==> src/design/noc_pkg.sv <==
`default_nettype none

package noc_pkg;

    // Stream data and flit payload share one width
    localparam int flit_data_width = 32;

    // Node address width
    localparam int addr_width = 4;

    // Unused high bits of a head flit data word
    localparam int hdr_pad_width = flit_data_width - 2 * addr_width;

    // One flit on a link is 35 bits
    typedef struct packed {
        logic                       valid;
        logic                       head;
        logic                       tail;
        logic [flit_data_width-1:0] data;
    } flit_t;

    // Layout of the data word in a head flit
    typedef struct packed {
        logic [addr_width-1:0]    dest_addr;
        logic [addr_width-1:0]    src_addr;
        logic [hdr_pad_width-1:0] pad;
    } head_hdr_t;

    // Packetizer FSM
    typedef enum logic [1:0] {
        st_idle,
        st_head,
        st_body,
        st_drop
    } pkt_state_e;

endpackage

`default_nettype wire

==> src/design/stream_packetizer.sv <==
`timescale 1ns/1ps
`default_nettype none

module stream_packetizer
    import noc_pkg::*;
#(
    parameter int buffer_depth = 4,
    parameter int max_payload = 4
) (
    input  logic                       clk,
    input  logic                       reset,
    input  logic                       s_axis_tvalid,
    output logic                       s_axis_tready,
    input  logic [flit_data_width-1:0] s_axis_tdata,
    input  logic                       s_axis_tlast,
    input  logic [addr_width-1:0]      s_axis_tdest,
    input  logic [addr_width-1:0]      source_address,
    output flit_t                      flit_out,
    input  logic                       credit_in,
    output logic                       tx_error,
    output logic                       tx_packet_in_progress
);

    localparam int cnt_width = $clog2(buffer_depth + 1);
    localparam int beat_width = $clog2(max_payload + 1);

    pkt_state_e             state;
    logic [cnt_width-1:0]   credit_cnt;
    logic [beat_width-1:0]  beat_cnt;
    logic                   has_credit;
    logic                   send_head;
    logic                   send_body;
    logic                   at_limit;
    logic                   cut;
    head_hdr_t              hdr;

    assign has_credit = (credit_cnt != '0);
    assign at_limit = (beat_cnt == beat_width'(max_payload - 1));

    // Head leaves as soon as a beat is offered and the next hop has room
    assign send_head = (state == st_idle) && s_axis_tvalid && has_credit;
    assign send_body = (state == st_body) && s_axis_tvalid && has_credit;

    // Overlong packet gets a forced tail here
    assign cut = send_body && !s_axis_tlast && at_limit;

    always_comb begin
        case (state)
            st_body: s_axis_tready = has_credit;
            st_drop: s_axis_tready = 1'b1;
            default: s_axis_tready = 1'b0;
        endcase
    end

    always_comb begin
        hdr.dest_addr = s_axis_tdest;
        hdr.src_addr = source_address;
        hdr.pad = '0;
    end

    assign tx_packet_in_progress = (state != st_idle);

    always_ff @(posedge clk or posedge reset) begin
        if (reset) begin
            state <= st_idle;
            beat_cnt <= '0;
            tx_error <= 1'b0;
        end else begin
            tx_error <= cut;
            case (state)
                st_idle: begin
                    if (send_head) begin
                        state <= st_head;
                        beat_cnt <= '0;
                    end
                end
                // Head flit is on the link for this cycle
                st_head: state <= st_body;
                st_body: begin
                    if (send_body) begin
                        beat_cnt <= beat_cnt + 1'b1;
                        if (s_axis_tlast) begin
                            state <= st_idle;
                        end else if (at_limit) begin
                            state <= st_drop;
                        end
                    end
                end
                st_drop: begin
                    if (s_axis_tvalid && s_axis_tlast) begin
                        state <= st_idle;
                    end
                end
                default: state <= st_idle;
            endcase
        end
    end

    // Downstream credits
    always_ff @(posedge clk or posedge reset) begin
        if (reset) begin
            credit_cnt <= cnt_width'(buffer_depth);
        end else begin
            case ({send_head || send_body, credit_in})
                2'b10: credit_cnt <= credit_cnt - 1'b1;
                2'b01: credit_cnt <= credit_cnt + 1'b1;
                default: credit_cnt <= credit_cnt;
            endcase
        end
    end

    always_ff @(posedge clk or posedge reset) begin
        if (reset) begin
            flit_out <= '0;
        end else begin
            flit_out.valid <= send_head || send_body;
            if (send_head) begin
                flit_out.head <= 1'b1;
                flit_out.tail <= 1'b0;
                flit_out.data <= hdr;
            end else if (send_body) begin
                flit_out.head <= 1'b0;
                flit_out.tail <= s_axis_tlast || at_limit;
                flit_out.data <= s_axis_tdata;
            end
        end
    end

endmodule

`default_nettype wire

==> src/design/link_hop.sv <==
`timescale 1ns/1ps
`default_nettype none

module link_hop
    import noc_pkg::*;
#(
    parameter int buffer_depth = 4
) (
    input  logic  clk,
    input  logic  reset,
    input  flit_t flit_in,
    output logic  credit_out,
    output flit_t flit_out,
    input  logic  credit_in
);

    localparam int cnt_width = $clog2(buffer_depth + 1);
    localparam int ptr_width = (buffer_depth > 1) ? $clog2(buffer_depth) : 1;

    flit_t                 mem [buffer_depth];
    logic [ptr_width-1:0]  wr_ptr;
    logic [ptr_width-1:0]  rd_ptr;
    logic [cnt_width-1:0]  count;
    logic [cnt_width-1:0]  credit_cnt;
    logic                  push;
    logic                  pop;

    function automatic logic [ptr_width-1:0] next_ptr(input logic [ptr_width-1:0] ptr);
        next_ptr = (ptr == ptr_width'(buffer_depth - 1)) ? '0 : ptr + 1'b1;
    endfunction

    // Upstream credits keep the FIFO from overflowing
    assign push = flit_in.valid;
    assign pop = (count != '0) && (credit_cnt != '0);

    always_ff @(posedge clk) begin
        if (push) begin
            mem[wr_ptr] <= flit_in;
        end
    end

    always_ff @(posedge clk or posedge reset) begin
        if (reset) begin
            wr_ptr <= '0;
            rd_ptr <= '0;
            count <= '0;
            credit_cnt <= cnt_width'(buffer_depth);
            credit_out <= 1'b0;
            flit_out <= '0;
        end else begin
            if (push) begin
                wr_ptr <= next_ptr(wr_ptr);
            end
            if (pop) begin
                rd_ptr <= next_ptr(rd_ptr);
                flit_out <= mem[rd_ptr];
            end else begin
                flit_out.valid <= 1'b0;
            end
            // Slot freed, so hand a credit back upstream
            credit_out <= pop;
            case ({push, pop})
                2'b10: count <= count + 1'b1;
                2'b01: count <= count - 1'b1;
                default: count <= count;
            endcase
            case ({pop, credit_in})
                2'b10: credit_cnt <= credit_cnt - 1'b1;
                2'b01: credit_cnt <= credit_cnt + 1'b1;
                default: credit_cnt <= credit_cnt;
            endcase
        end
    end

endmodule

`default_nettype wire

==> src/design/stream_depacketizer.sv <==
`timescale 1ns/1ps
`default_nettype none

module stream_depacketizer
    import noc_pkg::*;
#(
    parameter int buffer_depth = 4,
    parameter logic [addr_width-1:0] local_addr = 4'd5
) (
    input  logic                       clk,
    input  logic                       reset,
    input  flit_t                      flit_in,
    output logic                       credit_out,
    output logic                       m_axis_tvalid,
    input  logic                       m_axis_tready,
    output logic [flit_data_width-1:0] m_axis_tdata,
    output logic                       m_axis_tlast,
    output logic [addr_width-1:0]      m_axis_tdest,
    output logic                       rx_error
);

    localparam int cnt_width = $clog2(buffer_depth + 1);
    localparam int ptr_width = (buffer_depth > 1) ? $clog2(buffer_depth) : 1;

    flit_t                 mem [buffer_depth];
    logic [ptr_width-1:0]  wr_ptr;
    logic [ptr_width-1:0]  rd_ptr;
    logic [cnt_width-1:0]  count;
    flit_t                 front;
    head_hdr_t             front_hdr;
    logic                  not_empty;
    logic                  pop_head;
    logic                  deliver;
    logic                  discard;
    logic                  pop;
    logic                  keep;
    logic [addr_width-1:0] src_q;

    function automatic logic [ptr_width-1:0] next_ptr(input logic [ptr_width-1:0] ptr);
        next_ptr = (ptr == ptr_width'(buffer_depth - 1)) ? '0 : ptr + 1'b1;
    endfunction

    assign front = mem[rd_ptr];
    assign front_hdr = head_hdr_t'(front.data);
    assign not_empty = (count != '0);

    // Heads never reach the stream and payload goes out or is thrown away
    assign pop_head = not_empty && front.head;
    assign deliver = not_empty && !front.head && keep;
    assign discard = not_empty && !front.head && !keep;
    assign pop = pop_head || discard || (deliver && m_axis_tready);

    assign m_axis_tvalid = deliver;
    assign m_axis_tdata = front.data;
    assign m_axis_tlast = front.tail;
    assign m_axis_tdest = src_q;

    always_ff @(posedge clk) begin
        if (flit_in.valid) begin
            mem[wr_ptr] <= flit_in;
        end
        // Sender address becomes tdest for the whole packet
        if (pop_head) begin
            src_q <= front_hdr.src_addr;
        end
    end

    always_ff @(posedge clk or posedge reset) begin
        if (reset) begin
            wr_ptr <= '0;
            rd_ptr <= '0;
            count <= '0;
            keep <= 1'b0;
            rx_error <= 1'b0;
            credit_out <= 1'b0;
        end else begin
            if (flit_in.valid) begin
                wr_ptr <= next_ptr(wr_ptr);
            end
            if (pop) begin
                rd_ptr <= next_ptr(rd_ptr);
            end
            case ({flit_in.valid, pop})
                2'b10: count <= count + 1'b1;
                2'b01: count <= count - 1'b1;
                default: count <= count;
            endcase
            if (pop_head) begin
                keep <= (front_hdr.dest_addr == local_addr);
            end
            rx_error <= pop_head && (front_hdr.dest_addr != local_addr);
            credit_out <= pop;
        end
    end

endmodule

`default_nettype wire

==> src/design/noc_link_top.sv <==
`timescale 1ns/1ps
`default_nettype none

module noc_link_top
    import noc_pkg::*;
#(
    parameter int num_hops = 3,
    parameter int buffer_depth = 4,
    parameter int max_payload = 4,
    parameter logic [addr_width-1:0] local_addr = 4'd5
) (
    input  logic                       clk,
    input  logic                       reset,
    input  logic                       s_axis_tvalid,
    output logic                       s_axis_tready,
    input  logic [flit_data_width-1:0] s_axis_tdata,
    input  logic                       s_axis_tlast,
    input  logic [addr_width-1:0]      s_axis_tdest,
    input  logic [addr_width-1:0]      source_address,
    output logic                       m_axis_tvalid,
    input  logic                       m_axis_tready,
    output logic [flit_data_width-1:0] m_axis_tdata,
    output logic                       m_axis_tlast,
    output logic [addr_width-1:0]      m_axis_tdest,
    output logic                       tx_error,
    output logic                       tx_packet_in_progress,
    output logic                       rx_error
);

    // Link i runs from stage i to stage i+1 and its credit flows back on the same index
    flit_t link_flit [0:num_hops];
    logic  link_credit [0:num_hops];

    stream_packetizer #(
        .buffer_depth (buffer_depth),
        .max_payload  (max_payload)
    ) u_packetizer (
        .clk                   (clk),
        .reset                 (reset),
        .s_axis_tvalid         (s_axis_tvalid),
        .s_axis_tready         (s_axis_tready),
        .s_axis_tdata          (s_axis_tdata),
        .s_axis_tlast          (s_axis_tlast),
        .s_axis_tdest          (s_axis_tdest),
        .source_address        (source_address),
        .flit_out              (link_flit[0]),
        .credit_in             (link_credit[0]),
        .tx_error              (tx_error),
        .tx_packet_in_progress (tx_packet_in_progress)
    );

    for (genvar i = 0; i < num_hops; i++) begin : g_hop
        link_hop #(
            .buffer_depth (buffer_depth)
        ) u_hop (
            .clk        (clk),
            .reset      (reset),
            .flit_in    (link_flit[i]),
            .credit_out (link_credit[i]),
            .flit_out   (link_flit[i+1]),
            .credit_in  (link_credit[i+1])
        );
    end

    stream_depacketizer #(
        .buffer_depth (buffer_depth),
        .local_addr   (local_addr)
    ) u_depacketizer (
        .clk           (clk),
        .reset         (reset),
        .flit_in       (link_flit[num_hops]),
        .credit_out    (link_credit[num_hops]),
        .m_axis_tvalid (m_axis_tvalid),
        .m_axis_tready (m_axis_tready),
        .m_axis_tdata  (m_axis_tdata),
        .m_axis_tlast  (m_axis_tlast),
        .m_axis_tdest  (m_axis_tdest),
        .rx_error      (rx_error)
    );

endmodule

`default_nettype wire

==> config.mk <==
export PLATFORM = sky130hd
export DESIGN_NAME = noc_link_top
export DESIGN_NICKNAME = d
export VERILOG_FILES = /design/src/design/noc_pkg.sv /design/src/design/stream_packetizer.sv /design/src/design/link_hop.sv /design/src/design/stream_depacketizer.sv /design/src/design/noc_link_top.sv
export SDC_FILE = /design/constraint.sdc
export NUM_CORES = 1
export LEC_CHECK = 0
export ABC_AREA = 1
export BUFFER_PORTS_ARGS = -buffer_cell sky130_fd_sc_hd__buf_4
export CAP_MARGIN = 20
export CORE_ASPECT_RATIO = 1.25
export CORE_UTILIZATION = 65
export DETAILED_ROUTE_END_ITERATION = 12
export GPL_TIMING_DRIVEN = 1
export PLACE_DENSITY = 0.91
export SYNTH_ARGS = -nofsm -noshare
export SYNTH_HDL_FRONTEND = slang
export SYNTH_SLANG_ARGS = --single-unit
==> constraint.sdc <==
create_clock -name clk -period 11.15 [get_ports clk]
set_clock_uncertainty 0.05 [all_clocks]
set_input_delay 0.5575 -clock clk [delete_from_list [all_inputs] [get_ports clk]]
set_output_delay 0.5575 -clock clk [all_outputs]
set_load 0.01 [all_outputs]
* Word-level counts from Yosys, hierarchy flattened
Memories as Yosys holds them, arrays and structs flattened.
Cells that the tools add are included.
** Word-level totals
- Bits in registers :: 196
- RAM bits :: 560
- Input port bits :: 45
- Memories kept :: 4
** Memory list
- g_hop[0].u_hop.mem :: depth 4, width 35, read ports 1, clocked after memory_dff 0, write ports 1, RTL line link_hop.sv:20 : flit_t mem [buffer_depth];
- g_hop[1].u_hop.mem :: depth 4, width 35, read ports 1, clocked after memory_dff 0, write ports 1, RTL line link_hop.sv:20
- g_hop[2].u_hop.mem :: depth 4, width 35, read ports 1, clocked after memory_dff 0, write ports 1, RTL line link_hop.sv:20
- u_depacketizer.mem :: depth 4, width 35, read ports 1, clocked after memory_dff 0, write ports 1, RTL line stream_depacketizer.sv:25 : flit_t mem [buffer_depth];
** Operators by class
- Add/sub/neg operators :: 25
- Eq/ne operators :: 34
- Multiplexer cells :: 39
- Reductions and logical operators :: 45
** Operators by type and width (count)
- $mux 34 :: 2
- $pmux 3 s2 :: 9
- $eq 2x2->1 const B :: 18
- $add 3x1->3 const B :: 9
- $mux 2 :: 13
- $reduce_bool 3->1 :: 8
- $sub 3x1->3 const B :: 8
- $reduce_bool 2->1 :: 11
- $eq 2x1->1 const B :: 9
- $add 2x1->2 const B :: 8
- $logic_and 1x1->1 :: 16
- $mux 1 :: 11
- $pmux 2 s4 :: 1
- $mux 3 :: 2
- $ne 2x1->1 const B :: 3
- $eq 4x3->1 const B :: 1
- $logic_or 1x1->1 :: 4
- $ne 4x3->1 const B :: 1
- $reduce_and 4->1 :: 1
- $eq 3x2->1 const B :: 1
- $logic_not 1->1 :: 3
- $ne 3x2->1 const B :: 1
- $reduce_and 3->1 :: 1
- $logic_not 2->1 :: 1
- $pmux 1 s2 :: 1

* Depth between registers and ports, before layout
An unclocked memory read counts as a cell.
- Depth after elaboration :: 8
- Gate-level depth with buffers :: 13

* Cells and area by module
Synthesis repeated with hierarchy kept, for this count alone.
** Second synthesis, totals
- Cell total of the unflattened synthesis :: 2948
- Area, all modules :: 31461.4 µm²
** Modules (own cells, without submodules)
- link_hop :: times used 3, cells an instance 765, area each 7890.1 µm², sequential area each 5356.4 µm²
- stream_depacketizer :: times used 1, cells an instance 413, area each 5723.0 µm², sequential area each 4454.3 µm²
- stream_packetizer :: times used 1, cells an instance 240, area each 2068.2 µm², sequential area each 1102.3 µm²

* Worst setup path after synthesis
No wires, ideal clock.
- Path kind :: reg-to-reg
- From :: register g_hop[2].u_hop.credit_cnt[2]
- To :: register g_hop[2].u_hop.count[2]
- Arrival time :: 1.964 ns
- Slack :: 9.005 ns
- Cell stages (with the launch flop) :: 12
- Path buffers :: 1
- Period minus slack after synthesis :: 2.145 ns
- Path through :: dfstp_2 > inv_1 > nand2_1 > nand2_2 > inv_2 > buf_2 > ha_1 > inv_1 > fa_1 > a21oi_1 > o21ai_0 > xor2_1
** On the way
- Longest elaborated chain between the ends :: 4
- Elaborated cells on any way between the ends :: 6
** RTL lines
- from (decl) :: RTL line link_hop.sv:24 : logic [cnt_width-1:0] credit_cnt;
- from (signal assigned) :: RTL line link_hop.sv:47 : credit_cnt <= cnt_width'(buffer_depth);
- from (signal assigned) :: RTL line link_hop.sv:68 : 2'b10: credit_cnt <= credit_cnt - 1'b1;
- from (signal assigned) :: RTL line link_hop.sv:69 : 2'b01: credit_cnt <= credit_cnt + 1'b1;
- $reduce_bool 3->1 (*) :: RTL line link_hop.sv:34 : assign pop = (count != '0) && (credit_cnt != '0);
- $logic_and 1x1->1 (*) :: RTL line link_hop.sv:34
- named net g_hop[2].u_hop.pop :: RTL line link_hop.sv:26 : logic pop;
- $eq 2x1->1 or $eq 2x2->1 (tied branches) :: RTL line link_hop.sv:62 : case ({push, pop})
- $pmux 3 s2 or $reduce_bool 2->1 (tied branches)
- to (signal assigned) :: RTL line link_hop.sv:63 : 2'b10: count <= count + 1'b1;
- to (signal assigned) :: RTL line link_hop.sv:64 : 2'b01: count <= count - 1'b1;
- to (signal assigned) :: RTL line link_hop.sv:65 : default: count <= count;
- to (decl) :: RTL line link_hop.sv:23 : logic [cnt_width-1:0] count;
The timed path passes the listed nets; every way through them passes the cells marked *.
A chain may end at the register's enable or synchronous reset.

* Worst setup path after layout
- From :: register u_depacketizer.rd_ptr[0]
- To :: output m_axis_tdata[25]
** On the way
- Longest elaborated chain between the ends :: 1
** RTL lines
- from (decl) :: RTL line stream_depacketizer.sv:27 : logic [ptr_width-1:0] rd_ptr;
- from (signal assigned) :: RTL line stream_depacketizer.sv:81 : rd_ptr <= next_ptr(rd_ptr);
- $mem_v2 4x35
- to (decl) :: RTL line noc_link_top.sv:22 : output logic [flit_data_width-1:0] m_axis_tdata,
Every way passes these cells.

==> results.cfg <==
[setup_path]
r2r_start = u_depacketizer.rd_ptr[0]$_DFFE_PP0N_
worst_setup_path_start_kind = flip-flop
crit_path_max_fanout = 67
worst_path_largest_cell_delay_ps = 540
rr_endpoint = u_depacketizer.count[2]$_DFFE_PP0P_
crit_required_ps = 10540
cp.arrival_ps = 2790
end_kind = output pin
reg2reg_depth = 11
crit_end = m_axis_tdata[25]
cp_slowest_cell = buf_4
regToRegSetupSlack_ps = 8020
critPathLaunch = u_depacketizer.rd_ptr[0]$_DFFE_PP0N_
worstSetupPathType = reg -> out
path_cells = buf_4 > inv_2 > buf_4 > nor2_1 > o22ai_1 > buf_4
path_common_cell = buf_4

[sta]
fmax_mhz = 294
relSlewSlack = 0.281
drv_slew = 0
setup_viol = 0
worst_slew_pin_slew_ps = 1080
finalCritPeriodShare = 0.305
period_minus_slack_ps = 3400
hold_viol = 0
rsz0062_at_grt = no
setup_tns_ps = 0

[synthesis]
synth-warning-count = 0
synth_cells = 2295
synth_fp_nets = 2378
syn_avg_cell_area_um2 = 12.6
synth_seq_cells = 752
post_synth_num_cell_types = 28
netlist_area_um2 = 28800
seq_area_frac_synth = 0.751

[detailed_routing]
vias_per_cell = 6.11
dr.pass1.iters = 6
drc = 0
vias = 18200
wl_per_cell_um = 20.4
drtIter0Drc = 1897
routed_wl_um = 60900
drtAntennaViolNets = 0

[clock_tree]
cts_root_buf = clkbuf_16
post_cts_resized = 0
tritoncts = yes
clkSlewWorstSetupHoldPaths_ps = 60
cts_buffers = 69
post_cts_buffers = 0
ctsHtreeMaxLevel = 3
clock_sinks = 752
clkLatencyLatePin_ps = 600
cts_buffer_depth = 3
cts-hold-fix-buffers = 0

[run_status]
status = finished, final reports clean

[floorplan]
dieArea_um2 = 45200
start_util = 0.664
die_h_um = 237
core_area_um2 = 43400
io_pins = 87
die_w_um = 190
rows = 85

[finish]
final.fill_count = 2394
final_cells = 2982
layout_commonest_cell = nor2_1
final_nets = 2444
syn_to_final_growth_pct = 11.0
layout_common_cells = nor2_1 (619), edfxtp_1 (560), o21ai_0 (257), nand2_1 (200), dfrtp_1 (184)
drive_gt1_frac = 0.0993
antenna_cells = 0

[placement]
portBuffers = 86
placed_cells = 2855
hpwlAfterDp_um = 32300
place.gp.congestion = 0.800

[run]
cap_violations = 0

[global_route]
met3_usage = 0.0453
grt_use_total = 0.274
grt_max_degree = 133
grt_pass1_wl_um = 95600
grt_util_met1 = 0.335
use_met2 = 0.486
busiest_layer = met2
grt_pass1_vias = 18300
antenna_found_initial = 0
grt-ovfl-total = 0

[worst_hold_path]
min_path_type = in -> reg

[power_and_ir_drop]
power_density_nw_per_um2 = 187
ir_drop_uv = 185
p_leak_nw = 11.5
==> layout make-up <==
class,count,area [µm²],area share
Clock buffer,108,1990,0.0621
Timing Repair Buffer,113,848,0.0265
Tap cell,565,707,0.0221
Inverter,85,327,0.0102
Sequential cell,752,21600,0.676
Multi-Input combinational cell,1340,6300,0.197
Clock inverter,19,190,0.00595
==> kinds of logic after synthesis <==
group                      share of synthesized area
adders and majority gates                     0.0186
AOI/OAI and AO/OA                             0.0822
buffers and inverters                         0.0308
muxes                                        0.00195
and+or+nand+nor                                0.111
DFF                                            0.751
xor gates and xnor gates                     0.00486
==> flip-flops by register name, summed over array words and instances (netlist names), 2 cells and up <==
name	count
g_hop.u_hop.flit_out	105
g_hop.u_hop.mem	420
u_packetizer.credit_cnt	3
u_packetizer.flit_out	35
g_hop.u_hop.wr_ptr	6
u_packetizer.beat_cnt	3
g_hop.u_hop.credit_out	3
u_packetizer.state	2
u_depacketizer.rd_ptr	2
u_depacketizer.mem	136
u_depacketizer.wr_ptr	2
g_hop.u_hop.credit_cnt	9
u_depacketizer.count	3
g_hop.u_hop.rd_ptr	6
u_depacketizer.m_axis_tdest	4
g_hop.u_hop.count	9
==> worst min-delay path by stage <==
stage | from | endpoint | slack (ps) | cells past startpoint
floorplan | u_depacketizer.count[0]$_DFFE_PP0P_ | u_depacketizer.count[0]$_DFFE_PP0P_ | 390 | 1
global placement | u_depacketizer.count[0]$_DFFE_PP0P_ | u_depacketizer.count[0]$_DFFE_PP0P_ | 400 | 1
detailed placement | g_hop[2].u_hop.count[0]$_DFFE_PP0P_ | g_hop[2].u_hop.count[0]$_DFFE_PP0P_ | 430 | 1
CTS | s_axis_tdata[6] | u_packetizer.flit_out[6]$_DFFE_PP0P_ | 90 | 3
global route | s_axis_tdata[8] | u_packetizer.flit_out[8]$_DFFE_PP0P_ | 100 | 3
finish | s_axis_tdata[22] | u_packetizer.flit_out[22]$_DFFE_PP0P_ | 100 | 3
==> Yosys cell counts, drive strengths merged <==
library cell  instances  area (µm²)
clkinv                1        3.75
buf                  75         399
a31oi               103         644
o21ai               296        1480
inv                  84         315
xor2                  8        70.1
o22ai                30         188
clkbuf               43         170
edfxtp              560       16800
nand2               204         781
xnor2                 8        70.1
fa                    8         160
a21oi                11        55.1
dfrtp               188        4700
ha                   30         375
nor2                619        2320
nand3                17        85.1
dfstp                 4         105
nor3b                 1        7.51
mux2                  5        56.3
==> worst max-delay path: cells and delay by family, from the launching register on <==
family / cells / cell delay [ps]
AOI/OAI and AO/OA: 1 / 310
buffers and inverters: 4 / 1200
DFF: 1 / 520
and+or+nand+nor: 1 / 130
==> where the power goes <==
group / switching, mW / leakage [nW] / internal (mW)
sequential: 0.123 / 6.79 / 3.24
clock: 0.989 / 1.06 / 1.30
combinational: 0.222 / 3.68 / 0.103
==> stage by stage <==
stage / util / hold slack, ps / worst slack [ps] / power [mW] / cell area (µm²)
global placement: 0.687 / 405 / 8360 / 3.70 / 29800
finish: 0.737 / 103 / 7750 / 5.98 / 32000
detailed placement: 0.687 / 427 / 8090 / 3.74 / 29800
CTS: 0.737 / 92.6 / 7780 / 6.00 / 32000
global route: 0.737 / 96.5 / 7600 / 6.17 / 32000
floorplan: - / 387 / 5320 / 3.61 / 28800
==> metal layers <==
layer | up-vias | part of all wire
met5 | - | 0
met3 | 181 | 0.081
met2 | 1051 | 0.54
met4 | 0 | 0.029
met1 | 8913 | 0.35
li1 | 8074 | -
Note: power is estimated with default switching activity, not from simulation.
